`src/hw/hci_pkg.sv`:
```
/* Shared widths, queue depth, register map, field positions
   and enums of the PIO block */
package hci_pkg;

  localparam int unsigned DATA_W      = 32;
  localparam int unsigned ADDR_W      = 8;
  localparam int unsigned QUEUE_DEPTH = 8;
  localparam int unsigned COUNT_W     = 4;  // Holds 0..QUEUE_DEPTH
  localparam int unsigned THLD_W      = 4;
  localparam int unsigned NUM_QUEUES  = 4;

  // Register map
  localparam logic [ADDR_W-1:0] ADDR_COMMAND_PORT       = 8'h0C;
  localparam logic [ADDR_W-1:0] ADDR_RESPONSE_PORT      = 8'h10;
  localparam logic [ADDR_W-1:0] ADDR_XFER_DATA_PORT     = 8'h14;
  localparam logic [ADDR_W-1:0] ADDR_QUEUE_THLD_CTRL    = 8'h18;
  localparam logic [ADDR_W-1:0] ADDR_DATA_BUF_THLD_CTRL = 8'h1C;
  localparam logic [ADDR_W-1:0] ADDR_RESET_CONTROL      = 8'h20;
  localparam logic [ADDR_W-1:0] ADDR_QUEUE_STATUS       = 8'h24;

  // Threshold fields
  localparam int unsigned THLD_LO_LSB    = 0;  // cmd / tx
  localparam int unsigned THLD_HI_LSB    = 8;  // resp / rx
  localparam int unsigned THLD_RESET_VAL = 1;

  // Queue bit index in RESET_CONTROL and QUEUE_STATUS
  localparam int unsigned Q_CMD  = 0;
  localparam int unsigned Q_RESP = 1;
  localparam int unsigned Q_TX   = 2;
  localparam int unsigned Q_RX   = 3;

  localparam int unsigned STATUS_FULL_LSB = 4;  // Full flags above empty flags

  typedef enum logic [1:0] {
    RST_IDLE,
    RST_FLUSH,
    RST_WAIT
  } rst_state_e;

  typedef enum logic [2:0] {
    SEL_NONE,
    SEL_COMMAND_PORT,
    SEL_RESPONSE_PORT,
    SEL_XFER_DATA_PORT,
    SEL_QUEUE_THLD_CTRL,
    SEL_DATA_BUF_THLD_CTRL,
    SEL_RESET_CONTROL,
    SEL_QUEUE_STATUS
  } csr_sel_e;

endpackage : hci_pkg

```
`src/hw/hci_queue_if.sv`:
```
/* Link between register control and one queue */
`timescale 1ns/1ns

interface hci_queue_if;
  import hci_pkg::*;

  // Control side
  logic              req;    // Port access strobe
  logic [DATA_W-1:0] wdata;
  logic              flush;  // Queue reset strobe
  logic [THLD_W-1:0] thld;

  // Queue side
  logic              ack;    // One cycle after req
  logic              err;
  logic [DATA_W-1:0] rdata;  // Zero outside ack
  logic              flush_done;
  logic              empty;
  logic              full;

  modport ctrl (
    output req, wdata, flush, thld,
    input  ack, err, rdata, flush_done, empty, full
  );

  modport queue (
    input  req, wdata, flush, thld,
    output ack, err, rdata, flush_done, empty, full
  );

endinterface : hci_queue_if

```
`src/hw/hci_csr_ctrl.sv`:
```
/* Register decode, threshold and queue-reset registers,
   reset sequencers and acknowledge merging */
`timescale 1ns/1ns

module hci_csr_ctrl (
  input  logic                       clk_i,
  input  logic                       rst_ni,
  input  logic                       csr_req_i,
  input  logic                       csr_wr_i,
  input  logic [hci_pkg::ADDR_W-1:0] csr_addr_i,
  input  logic [hci_pkg::DATA_W-1:0] csr_wdata_i,
  output logic                       csr_wr_ack_o,
  output logic                       csr_rd_ack_o,
  output logic                       csr_err_o,
  output logic [hci_pkg::DATA_W-1:0] csr_rdata_o,
  hci_queue_if.ctrl                  cmd_q,
  hci_queue_if.ctrl                  resp_q,
  hci_queue_if.ctrl                  tx_q,
  hci_queue_if.ctrl                  rx_q
);
  import hci_pkg::*;

  csr_sel_e              sel;
  logic                  port_req, own_req, own_wr, own_err;
  logic [DATA_W-1:0]     own_rdata, queue_status;
  logic                  own_ack_q, own_err_q, wr_pend_q;
  logic [DATA_W-1:0]     own_rdata_q;
  logic [THLD_W-1:0]     cmd_thld_q, resp_thld_q, tx_thld_q, rx_thld_q;
  rst_state_e            rst_state_q [NUM_QUEUES];
  logic [NUM_QUEUES-1:0] rst_set, rst_bits, flush_q, flush_done;
  logic                  any_ack;

  always_comb begin
    case (csr_addr_i)
      ADDR_COMMAND_PORT:       sel = SEL_COMMAND_PORT;
      ADDR_RESPONSE_PORT:      sel = SEL_RESPONSE_PORT;
      ADDR_XFER_DATA_PORT:     sel = SEL_XFER_DATA_PORT;
      ADDR_QUEUE_THLD_CTRL:    sel = SEL_QUEUE_THLD_CTRL;
      ADDR_DATA_BUF_THLD_CTRL: sel = SEL_DATA_BUF_THLD_CTRL;
      ADDR_RESET_CONTROL:      sel = SEL_RESET_CONTROL;
      ADDR_QUEUE_STATUS:       sel = SEL_QUEUE_STATUS;
      default:                 sel = SEL_NONE;
    endcase
  end

  // Port accesses go to the queues, XFER split by direction
  assign cmd_q.req  = csr_req_i & csr_wr_i & (sel == SEL_COMMAND_PORT);
  assign resp_q.req = csr_req_i & ~csr_wr_i & (sel == SEL_RESPONSE_PORT);
  assign tx_q.req   = csr_req_i & csr_wr_i & (sel == SEL_XFER_DATA_PORT);
  assign rx_q.req   = csr_req_i & ~csr_wr_i & (sel == SEL_XFER_DATA_PORT);

  assign cmd_q.wdata  = csr_wdata_i;
  assign resp_q.wdata = csr_wdata_i;
  assign tx_q.wdata   = csr_wdata_i;
  assign rx_q.wdata   = csr_wdata_i;

  assign port_req = cmd_q.req | resp_q.req | tx_q.req | rx_q.req;
  assign own_req  = csr_req_i & ~port_req;  // Answered here
  assign own_wr   = own_req & csr_wr_i;

  // Unknown address or wrong direction on a queue port
  always_comb begin
    case (sel)
      SEL_NONE:          own_err = 1'b1;
      SEL_COMMAND_PORT:  own_err = ~csr_wr_i;
      SEL_RESPONSE_PORT: own_err = csr_wr_i;
      SEL_QUEUE_STATUS:  own_err = csr_wr_i;  // Read-only
      default:           own_err = 1'b0;
    endcase
  end

  always_comb begin
    queue_status = '0;
    queue_status[Q_CMD]  = cmd_q.empty;
    queue_status[Q_RESP] = resp_q.empty;
    queue_status[Q_TX]   = tx_q.empty;
    queue_status[Q_RX]   = rx_q.empty;
    queue_status[STATUS_FULL_LSB + Q_CMD]  = cmd_q.full;
    queue_status[STATUS_FULL_LSB + Q_RESP] = resp_q.full;
    queue_status[STATUS_FULL_LSB + Q_TX]   = tx_q.full;
    queue_status[STATUS_FULL_LSB + Q_RX]   = rx_q.full;
  end

  always_comb begin
    own_rdata = '0;
    case (sel)
      SEL_QUEUE_THLD_CTRL: begin
        own_rdata[THLD_LO_LSB +: THLD_W] = cmd_thld_q;
        own_rdata[THLD_HI_LSB +: THLD_W] = resp_thld_q;
      end
      SEL_DATA_BUF_THLD_CTRL: begin
        own_rdata[THLD_LO_LSB +: THLD_W] = tx_thld_q;
        own_rdata[THLD_HI_LSB +: THLD_W] = rx_thld_q;
      end
      SEL_RESET_CONTROL: own_rdata[NUM_QUEUES-1:0] = rst_bits;
      SEL_QUEUE_STATUS:  own_rdata = queue_status;
      default:           own_rdata = '0;
    endcase
  end

  always_ff @(posedge clk_i or negedge rst_ni) begin
    if (!rst_ni) begin
      own_ack_q   <= 1'b0;
      own_err_q   <= 1'b0;
      own_rdata_q <= '0;
      wr_pend_q   <= 1'b0;
    end else begin
      own_ack_q   <= own_req;
      own_err_q   <= own_req & own_err;
      own_rdata_q <= (own_req & ~own_err & ~csr_wr_i) ? own_rdata : '0;
      if (csr_req_i) wr_pend_q <= csr_wr_i;  // Picks the acknowledge line
    end
  end

  always_ff @(posedge clk_i or negedge rst_ni) begin
    if (!rst_ni) begin
      cmd_thld_q  <= THLD_W'(THLD_RESET_VAL);
      resp_thld_q <= THLD_W'(THLD_RESET_VAL);
      tx_thld_q   <= THLD_W'(THLD_RESET_VAL);
      rx_thld_q   <= THLD_W'(THLD_RESET_VAL);
    end else if (own_wr && sel == SEL_QUEUE_THLD_CTRL) begin
      cmd_thld_q  <= csr_wdata_i[THLD_LO_LSB +: THLD_W];
      resp_thld_q <= csr_wdata_i[THLD_HI_LSB +: THLD_W];
    end else if (own_wr && sel == SEL_DATA_BUF_THLD_CTRL) begin
      tx_thld_q <= csr_wdata_i[THLD_LO_LSB +: THLD_W];
      rx_thld_q <= csr_wdata_i[THLD_HI_LSB +: THLD_W];
    end
  end

  assign cmd_q.thld  = cmd_thld_q;
  assign resp_q.thld = resp_thld_q;
  assign tx_q.thld   = tx_thld_q;
  assign rx_q.thld   = rx_thld_q;

  assign rst_set = (own_wr && sel == SEL_RESET_CONTROL) ? csr_wdata_i[NUM_QUEUES-1:0] : '0;

  assign flush_done[Q_CMD]  = cmd_q.flush_done;
  assign flush_done[Q_RESP] = resp_q.flush_done;
  assign flush_done[Q_TX]   = tx_q.flush_done;
  assign flush_done[Q_RX]   = rx_q.flush_done;

  // Bit set, then flush, then wait for the queue to report back
  for (genvar i = 0; i < NUM_QUEUES; i++) begin : g_rst_seq
    always_ff @(posedge clk_i or negedge rst_ni) begin
      if (!rst_ni) begin
        rst_state_q[i] <= RST_IDLE;
        flush_q[i]     <= 1'b0;
      end else begin
        flush_q[i] <= (rst_state_q[i] == RST_FLUSH);
        case (rst_state_q[i])
          RST_IDLE:  if (rst_set[i]) rst_state_q[i] <= RST_FLUSH;
          RST_FLUSH: rst_state_q[i] <= RST_WAIT;
          RST_WAIT:  if (flush_done[i]) rst_state_q[i] <= RST_IDLE;
          default:   rst_state_q[i] <= RST_IDLE;
        endcase
      end
    end
    assign rst_bits[i] = (rst_state_q[i] != RST_IDLE);  // Self-clearing view
  end

  assign cmd_q.flush  = flush_q[Q_CMD];
  assign resp_q.flush = flush_q[Q_RESP];
  assign tx_q.flush   = flush_q[Q_TX];
  assign rx_q.flush   = flush_q[Q_RX];

  // At most one source acknowledges per cycle
  assign any_ack      = own_ack_q | cmd_q.ack | resp_q.ack | tx_q.ack | rx_q.ack;
  assign csr_wr_ack_o = any_ack & wr_pend_q;
  assign csr_rd_ack_o = any_ack & ~wr_pend_q;
  assign csr_err_o    = own_err_q | cmd_q.err | resp_q.err | tx_q.err | rx_q.err;
  assign csr_rdata_o  = own_rdata_q | cmd_q.rdata | resp_q.rdata | tx_q.rdata | rx_q.rdata;

endmodule : hci_csr_ctrl

```
`src/hw/hci_fifo.sv`:
```
/* Circular-buffer FIFO with occupancy count and flush */
`timescale 1ns/1ns

module hci_fifo (
  input  logic                         clk_i,
  input  logic                         rst_ni,
  input  logic                         push_i,
  input  logic [hci_pkg::DATA_W-1:0]   wdata_i,
  input  logic                         pop_i,
  input  logic                         flush_i,
  output logic [hci_pkg::DATA_W-1:0]   rdata_o,
  output logic [hci_pkg::COUNT_W-1:0]  count_o,
  output logic                         empty_o,
  output logic                         full_o
);
  import hci_pkg::*;

  logic [DATA_W-1:0]              mem_q [QUEUE_DEPTH];
  logic [$clog2(QUEUE_DEPTH)-1:0] wr_ptr_q, rd_ptr_q;  // Wrap on power-of-two depth
  logic [COUNT_W-1:0]             count_q;
  logic                           do_push, do_pop;

  assign full_o  = (count_q == COUNT_W'(QUEUE_DEPTH));
  assign empty_o = (count_q == '0);
  assign do_push = push_i & ~full_o;
  assign do_pop  = pop_i & ~empty_o;

  always_ff @(posedge clk_i or negedge rst_ni) begin
    if (!rst_ni) begin
      wr_ptr_q <= '0;
      rd_ptr_q <= '0;
      count_q  <= '0;
    end else if (flush_i) begin  // Flush wins over push and pop
      wr_ptr_q <= '0;
      rd_ptr_q <= '0;
      count_q  <= '0;
    end else begin
      if (do_push) wr_ptr_q <= wr_ptr_q + 1'b1;
      if (do_pop) rd_ptr_q <= rd_ptr_q + 1'b1;
      case ({do_push, do_pop})
        2'b10:   count_q <= count_q + 1'b1;
        2'b01:   count_q <= count_q - 1'b1;
        default: count_q <= count_q;  // Both or neither
      endcase
    end
  end

  // Storage
  always_ff @(posedge clk_i) begin
    if (do_push) mem_q[wr_ptr_q] <= wdata_i;
  end

  assign rdata_o = mem_q[rd_ptr_q];  // Head word
  assign count_o = count_q;

endmodule : hci_fifo

```
`src/hw/hci_pio.sv`:
```
/* PIO block top with register control and four queues */
`timescale 1ns/1ns

module hci_pio (
  input  logic                       clk_i,
  input  logic                       rst_ni,

  // CPU register port
  input  logic                       csr_req_i,
  input  logic                       csr_wr_i,
  input  logic [hci_pkg::ADDR_W-1:0] csr_addr_i,
  input  logic [hci_pkg::DATA_W-1:0] csr_wdata_i,
  output logic                       csr_wr_ack_o,
  output logic                       csr_rd_ack_o,
  output logic                       csr_err_o,
  output logic [hci_pkg::DATA_W-1:0] csr_rdata_o,

  // Bus controller side
  output logic                       cmd_rvalid_o,
  input  logic                       cmd_rready_i,
  output logic [hci_pkg::DATA_W-1:0] cmd_rdata_o,
  output logic                       tx_rvalid_o,
  input  logic                       tx_rready_i,
  output logic [hci_pkg::DATA_W-1:0] tx_rdata_o,
  input  logic                       resp_wvalid_i,
  output logic                       resp_wready_o,
  input  logic [hci_pkg::DATA_W-1:0] resp_wdata_i,
  input  logic                       rx_wvalid_i,
  output logic                       rx_wready_o,
  input  logic [hci_pkg::DATA_W-1:0] rx_wdata_i,

  output logic                       cmd_thld_trig_o,
  output logic                       resp_thld_trig_o,
  output logic                       tx_thld_trig_o,
  output logic                       rx_thld_trig_o
);

  hci_queue_if cmd_if ();
  hci_queue_if resp_if ();
  hci_queue_if tx_if ();
  hci_queue_if rx_if ();

  hci_csr_ctrl csr_ctrl (
    .clk_i        (clk_i),
    .rst_ni       (rst_ni),
    .csr_req_i    (csr_req_i),
    .csr_wr_i     (csr_wr_i),
    .csr_addr_i   (csr_addr_i),
    .csr_wdata_i  (csr_wdata_i),
    .csr_wr_ack_o (csr_wr_ack_o),
    .csr_rd_ack_o (csr_rd_ack_o),
    .csr_err_o    (csr_err_o),
    .csr_rdata_o  (csr_rdata_o),
    .cmd_q        (cmd_if.ctrl),
    .resp_q       (resp_if.ctrl),
    .tx_q         (tx_if.ctrl),
    .rx_q         (rx_if.ctrl)
  );

  // CPU to controller
  hci_write_queue cmd_queue (
    .clk_i       (clk_i),
    .rst_ni      (rst_ni),
    .csr         (cmd_if.queue),
    .rvalid_o    (cmd_rvalid_o),
    .rready_i    (cmd_rready_i),
    .rdata_o     (cmd_rdata_o),
    .thld_trig_o (cmd_thld_trig_o)
  );

  hci_write_queue tx_queue (
    .clk_i       (clk_i),
    .rst_ni      (rst_ni),
    .csr         (tx_if.queue),
    .rvalid_o    (tx_rvalid_o),
    .rready_i    (tx_rready_i),
    .rdata_o     (tx_rdata_o),
    .thld_trig_o (tx_thld_trig_o)
  );

  // Controller to CPU
  hci_read_queue resp_queue (
    .clk_i       (clk_i),
    .rst_ni      (rst_ni),
    .csr         (resp_if.queue),
    .wvalid_i    (resp_wvalid_i),
    .wready_o    (resp_wready_o),
    .wdata_i     (resp_wdata_i),
    .thld_trig_o (resp_thld_trig_o)
  );

  hci_read_queue rx_queue (
    .clk_i       (clk_i),
    .rst_ni      (rst_ni),
    .csr         (rx_if.queue),
    .wvalid_i    (rx_wvalid_i),
    .wready_o    (rx_wready_o),
    .wdata_i     (rx_wdata_i),
    .thld_trig_o (rx_thld_trig_o)
  );

endmodule : hci_pio

```
`src/hw/hci_read_queue.sv`:
```
/* Controller-filled queue drained by CPU reads
   Serves the response and RX queues */
`timescale 1ns/1ns

module hci_read_queue (
  input  logic                       clk_i,
  input  logic                       rst_ni,
  hci_queue_if.queue                 csr,
  input  logic                       wvalid_i,
  output logic                       wready_o,
  input  logic [hci_pkg::DATA_W-1:0] wdata_i,
  output logic                       thld_trig_o
);
  import hci_pkg::*;

  logic [DATA_W-1:0]  head;
  logic [COUNT_W-1:0] count;
  logic               empty, full;
  logic               pop;
  logic               ack_q, err_q, flush_done_q;
  logic [DATA_W-1:0]  rdata_q;

  assign pop = csr.req & ~empty;

  hci_fifo fifo_i (
    .clk_i   (clk_i),
    .rst_ni  (rst_ni),
    .push_i  (wvalid_i & wready_o),
    .wdata_i (wdata_i),
    .pop_i   (pop),
    .flush_i (csr.flush),
    .rdata_o (head),
    .count_o (count),
    .empty_o (empty),
    .full_o  (full)
  );

  always_ff @(posedge clk_i or negedge rst_ni) begin
    if (!rst_ni) begin
      ack_q        <= 1'b0;
      err_q        <= 1'b0;
      rdata_q      <= '0;
      flush_done_q <= 1'b0;
    end else begin
      ack_q        <= csr.req;
      err_q        <= csr.req & empty;          // Nothing to read
      rdata_q      <= pop ? head : '0;          // Zero outside a good read
      flush_done_q <= csr.flush;
    end
  end

  // Back-pressure toward the controller
  assign wready_o = ~full;

  assign thld_trig_o = (count >= csr.thld);  // Occupancy against threshold

  assign csr.ack        = ack_q;
  assign csr.err        = err_q;
  assign csr.rdata      = rdata_q;
  assign csr.flush_done = flush_done_q;
  assign csr.empty      = empty;
  assign csr.full       = full;

endmodule : hci_read_queue

```
`src/hw/hci_write_queue.sv`:
```
/* CPU-filled queue drained by the bus controller
   Serves the command and TX queues */
`timescale 1ns/1ns

module hci_write_queue (
  input  logic                       clk_i,
  input  logic                       rst_ni,
  hci_queue_if.queue                 csr,
  output logic                       rvalid_o,
  input  logic                       rready_i,
  output logic [hci_pkg::DATA_W-1:0] rdata_o,
  output logic                       thld_trig_o
);
  import hci_pkg::*;

  logic [COUNT_W-1:0] count;
  logic               empty, full;
  logic               ack_q, err_q, flush_done_q;
  logic [COUNT_W-1:0] free_cnt;

  hci_fifo fifo_i (
    .clk_i   (clk_i),
    .rst_ni  (rst_ni),
    .push_i  (csr.req & ~full),  // Word dropped when full
    .wdata_i (csr.wdata),
    .pop_i   (rvalid_o & rready_i),
    .flush_i (csr.flush),
    .rdata_o (rdata_o),
    .count_o (count),
    .empty_o (empty),
    .full_o  (full)
  );

  always_ff @(posedge clk_i or negedge rst_ni) begin
    if (!rst_ni) begin
      ack_q        <= 1'b0;
      err_q        <= 1'b0;
      flush_done_q <= 1'b0;
    end else begin
      ack_q        <= csr.req;
      err_q        <= csr.req & full;
      flush_done_q <= csr.flush;
    end
  end

  assign rvalid_o = ~empty;

  // Free entries against threshold
  assign free_cnt    = COUNT_W'(QUEUE_DEPTH) - count;
  assign thld_trig_o = (free_cnt >= csr.thld);

  assign csr.ack        = ack_q;
  assign csr.err        = err_q;
  assign csr.rdata      = '0;  // Write-only port
  assign csr.flush_done = flush_done_q;
  assign csr.empty      = empty;
  assign csr.full       = full;

endmodule : hci_write_queue

```
`config.mk`:
```
export PLATFORM = sky130hd
export DESIGN_NAME = hci_pio
export DESIGN_NICKNAME = d
export VERILOG_FILES = /design/src/hw/hci_pkg.sv /design/src/hw/hci_queue_if.sv /design/src/hw/hci_csr_ctrl.sv /design/src/hw/hci_fifo.sv /design/src/hw/hci_pio.sv /design/src/hw/hci_read_queue.sv /design/src/hw/hci_write_queue.sv
export SDC_FILE = /design/constraint.sdc
export NUM_CORES = 1
export LEC_CHECK = 0
export BUFFER_PORTS_ARGS = -buffer_cell sky130_fd_sc_hd__buf_2
export CAP_MARGIN = 20
export CORE_MARGIN = 4
export CORE_UTILIZATION = 40
export CTS_CLUSTER_DIAMETER = 100
export CTS_CLUSTER_SIZE = 25
export DETAILED_ROUTE_END_ITERATION = 8
export SETUP_SLACK_MARGIN = 0.3
export SYNTH_ARGS = -nofsm -noshare
export SYNTH_HDL_FRONTEND = slang
export SYNTH_SLANG_ARGS = --single-unit
```
`constraint.sdc`:
```
create_clock -name clk_i -period 4.9 [get_ports clk_i]
set_clock_uncertainty 0.1 [all_clocks]
set_input_delay 0.98 -clock clk_i [delete_from_list [all_inputs] [get_ports clk_i]]
set_output_delay 0.98 -clock clk_i [all_outputs]
set_load 0.03 [all_outputs]
```
==> impl_results.md <==
* Routed Wire Length at 99.4 mm
* P_sw at 6.84 mW
* # clock sinks at 1183
* Die area at 0.119 mm2
* Initial DRC count at 1471
* Post-Syn Nets at 2339
* Syn_area_per_cell at 20.7 um2
* Fin. max-slew vios at 0
* MaxCap Viol Count at 0
* Leakage at 16.7 nW
* Synth top area share at 67.7%
* Synthesis Warnings at 0
* P_int at 16.2 mW
* Top-level I/O count at 219
* Critical path arrival at 3.04 ns
* Power per Cell Area at 457 mW/mm2
* Post-DR vias/cell at 5.26
* Slew headroom at 27.7%
* Antenna Nets Post-Route at 0
* Worst hold path class: in2async
* DRC viols at 0
* Outcome: finished, final reports clean
* Critical path required time at 3.82 ns
* Final core utilization at 44.9%
* Pre-antenna DRT Iters at 5
* Share of cells above drive strength 1 at 30.8%
* Slew at the pin closest to its max-slew limit at 1.08 ns
* All-Layer GR Usage at 16.5%
* Fill count at 9588
* Initial antenna violation count at 28
* Later-pin clock latency in the skew report at 0.67 ns
* Achievable Freq at 243 MHz
* Final clock period utilization by the worst path at 84.1%
* Buffers added on ports at 218
* Clock share of power at 22.5%
* Die Ht at 345 um
* Final worst path period need at 4.12 ns
* Vias at 21000
* Peak VDD IR at 298 uV
* RSZ-0062 raised after global routing: no
* EDFF count, synth at 1024
* Area growth from synthesis to layout at 11.3%
* Final #Nets at 2583
* Core area at 0.113 mm2
* Reg power frac at 53.5%
* Post-CTS sizing at 0
* Predominant post-synthesis flop cell: edfxtp_1
* Cell Rows at 123
* CTS clock-pin slew for the worst setup and hold paths at 0.10 ns
* Setup-failing EPs final at 0
* Clock root buffer: clkbuf_16
* Final std cells w/o fill at 3992
* Crit end category: output pin
* First-pass GRT wire length at 148 mm
* GP Congestion at 0.765
* Number of global-route vias before repair at 22100
* Synth area leaders: edfxtp_1 (68%), mux4_2 (13%), dfrtp_1 (8.5%)
* Synth unique cells at 61
* Worst setup path category: reg2out
* Die width at 345 um
* WL/cell at 24.9 um
* Post-DP HPWL at 63.1 mm
* H-tree Lvls at 2
* CTS tree: yes
* Post-synth ARST share at 13.4%
* Seq/Total Area, Yosys at 76.4%
* CTS max path bufs at 3
* Post-CTS setup buffers at 0
* Post-CTS Hold Fix Bufs at 0
* CP max FO at 33
* Initial core utilization at 40.3%
* Startpoint Class: flip-flop
* Clock buffer count from CTS at 54
* Synth area leader: edfxtp_1
* Combinational fraction of design power at 24.0%
* Cells after synthesis at 2191
* Fin. Hold Viols at 0
* Sw Ratio at 29.6%
* Grt total ovfl at 0
* Cells after DPL at 3878
* Largest net degree at the start of global routing at 84
* Area of the mapped netlist at 0.0454 mm2
* Yosys reg bits at 1183
[cell type report]
type	count	area (um2)	share of cell area, %
Tap cell	1500	1880	3.71
Antenna cell	11	27.5	0.0544
Inverter	25	95.1	0.188
Timing Repair Buffer	284	1700	3.36
Clock inverter	6	77.6	0.153
Sequential cell	1183	34800	68.7
Multi-Input combinational cell	887	10500	20.7
Clock buffer	96	1550	3.07
[power by group through the flow]
stage / combinational (mW) / sequential, mW / clock [mW]
final: 5.54 / 12.3 / 5.20
after global routing: 5.96 / 12.5 / 5.78
after CTS: 5.67 / 12.4 / 5.38
after detailed placement: 5.65 / 12.6 / 0
after global placement: 5.58 / 12.6 / 0
after floorplan: 4.05 / 12.2 / 0
[final timing paths]
path	from	end	slack, ns	cells after the start
worst max register to register	tx_queue.fifo_i.count_o[1]$_DFFE_PN0P_	tx_queue.fifo_i.count_o[3]$_DFFE_PN0P_	1.57	10
max in group asynchronous	rst_ni	rx_queue.fifo_i.rd_ptr_q[1]$_DFFE_PN0P_	3.27	2
min in group clk_i	csr_ctrl.rst_state_q[7]$_DFFE_PN0P_	csr_ctrl.cmd_q.flush$_DFF_PN0_	0.37	1
worst max-delay path	cmd_queue.fifo_i.rd_ptr_q[0]$_DFFE_PN0P_	cmd_rdata_o[12]	0.78	4
worst min register to register	csr_ctrl.rst_state_q[7]$_DFFE_PN0P_	csr_ctrl.cmd_q.flush$_DFF_PN0_	0.37	1
worst min-delay path	rst_ni	resp_queue.csr.rdata[25]$_DFF_PN0_	0.25	1
[sequential cells by signal, indices dropped and copies added, names as in the netlist, 4 cells and up]
signal,flops
cmd_queue.fifo_i.mem_q,256
resp_queue.fifo_i.mem_q,256
rx_queue.fifo_i.mem_q,256
tx_queue.fifo_i.mem_q,256
resp_queue.csr.rdata,32
rx_queue.csr.rdata,32
csr_ctrl.own_rdata_q,12
csr_ctrl.rst_state_q,8
cmd_queue.fifo_i.count_o,4
csr_ctrl.cmd_q.thld,4
csr_ctrl.resp_q.thld,4
csr_ctrl.rx_q.thld,4
csr_ctrl.tx_q.thld,4
resp_queue.fifo_i.count_o,4
rx_queue.fifo_i.count_o,4
tx_queue.fifo_i.count_o,4
[worst max-delay path, stage by stage (launching register included)]
cell and delay (ns):
dfrtp_4 0.91, buf_4 0.36, mux4_2 0.57, mux2_2 0.32
buf_2 0.19
[cells by family (layout without fill, tap and decap cells)]
group | count (synthesis) | in the layout | share of synthesized area (%)
multiplexers | 402 | 402 | 16.1
XOR/XNOR | 29 | 29 | 0.592
AO/OA/AOI/OAI | 69 | 69 | 0.895
buffers and inverters | 121 | 411 | 1.06
AND/OR/NAND/NOR | 351 | 351 | 3.88
adder cells (fa/ha/maj) | 36 | 36 | 1.02
other | 0 | 11 | 0
flip-flops | 1183 | 1183 | 76.4
[metrics by stage]
stage | hold slack [ns] | instance area (um2) | setup WS, ns | power (mW) | TNS (ns)
6_report | 0.248 | 50600 | 0.781 | 23.1 | 0
5_1_grt | 0.297 | 50500 | 0.583 | 24.2 | 0
4_1_cts | 0.267 | 50500 | 0.637 | 23.4 | 0
3_5_place_dp | 0.348 | 48900 | 0.795 | 18.3 | 0
3_3_place_gp | 0.349 | 48900 | 0.879 | 18.1 | 0
2_1_floorplan | 0.252 | 45500 | -0.263 | 16.2 | -25.23
[per-layer routing]
| metal | GRT usage [%] | wire (um) | vias up |
|---|---|---|---|
| li1 | - | - | 9246 |
| met1 | 21.6 | 40000 | 11100 |
| met2 | 28.0 | 50200 | 522 |
| met3 | 3.62 | 6480 | 134 |
| met4 | 4.40 | 2610 | 18 |
| met5 | 0 | 126 | - |
[layout by cell type, fill, tap and decap left out, drive strengths merged, types with 21 or more instances in the layout]
cell	instances
nor2	138
mux2i	76
or2	24
nand2	45
nand2b	21
mux4	256
edfxtp	1024
ha	34
nor3	33
mux2	70
inv	28
buf	284
clkbuf	96
o21ai	23
a21oi	29
dfrtp	155
[cells in the mapped netlist (7+ instances only)]
cell type	number
mux2_2	68
xnor2_1	14
dfrtp_1	155
nand2_1	45
nor2b_1	11
nor4_1	7
buf_1	19
nand3_1	16
nand2b_1	21
o21ai_0	21
clkbuf_1	56
or2_2	24
or3_1	14
inv_1	23
and3_1	8
edfxtp_1	1024
buf_2	21
ha_1	34
xor2_1	13
nor3_1	32
mux4_2	256
nor2_1	138
a21oi_1	29
nor3b_1	8
mux2i_1	76
Power figures use the tool's default switching activity.
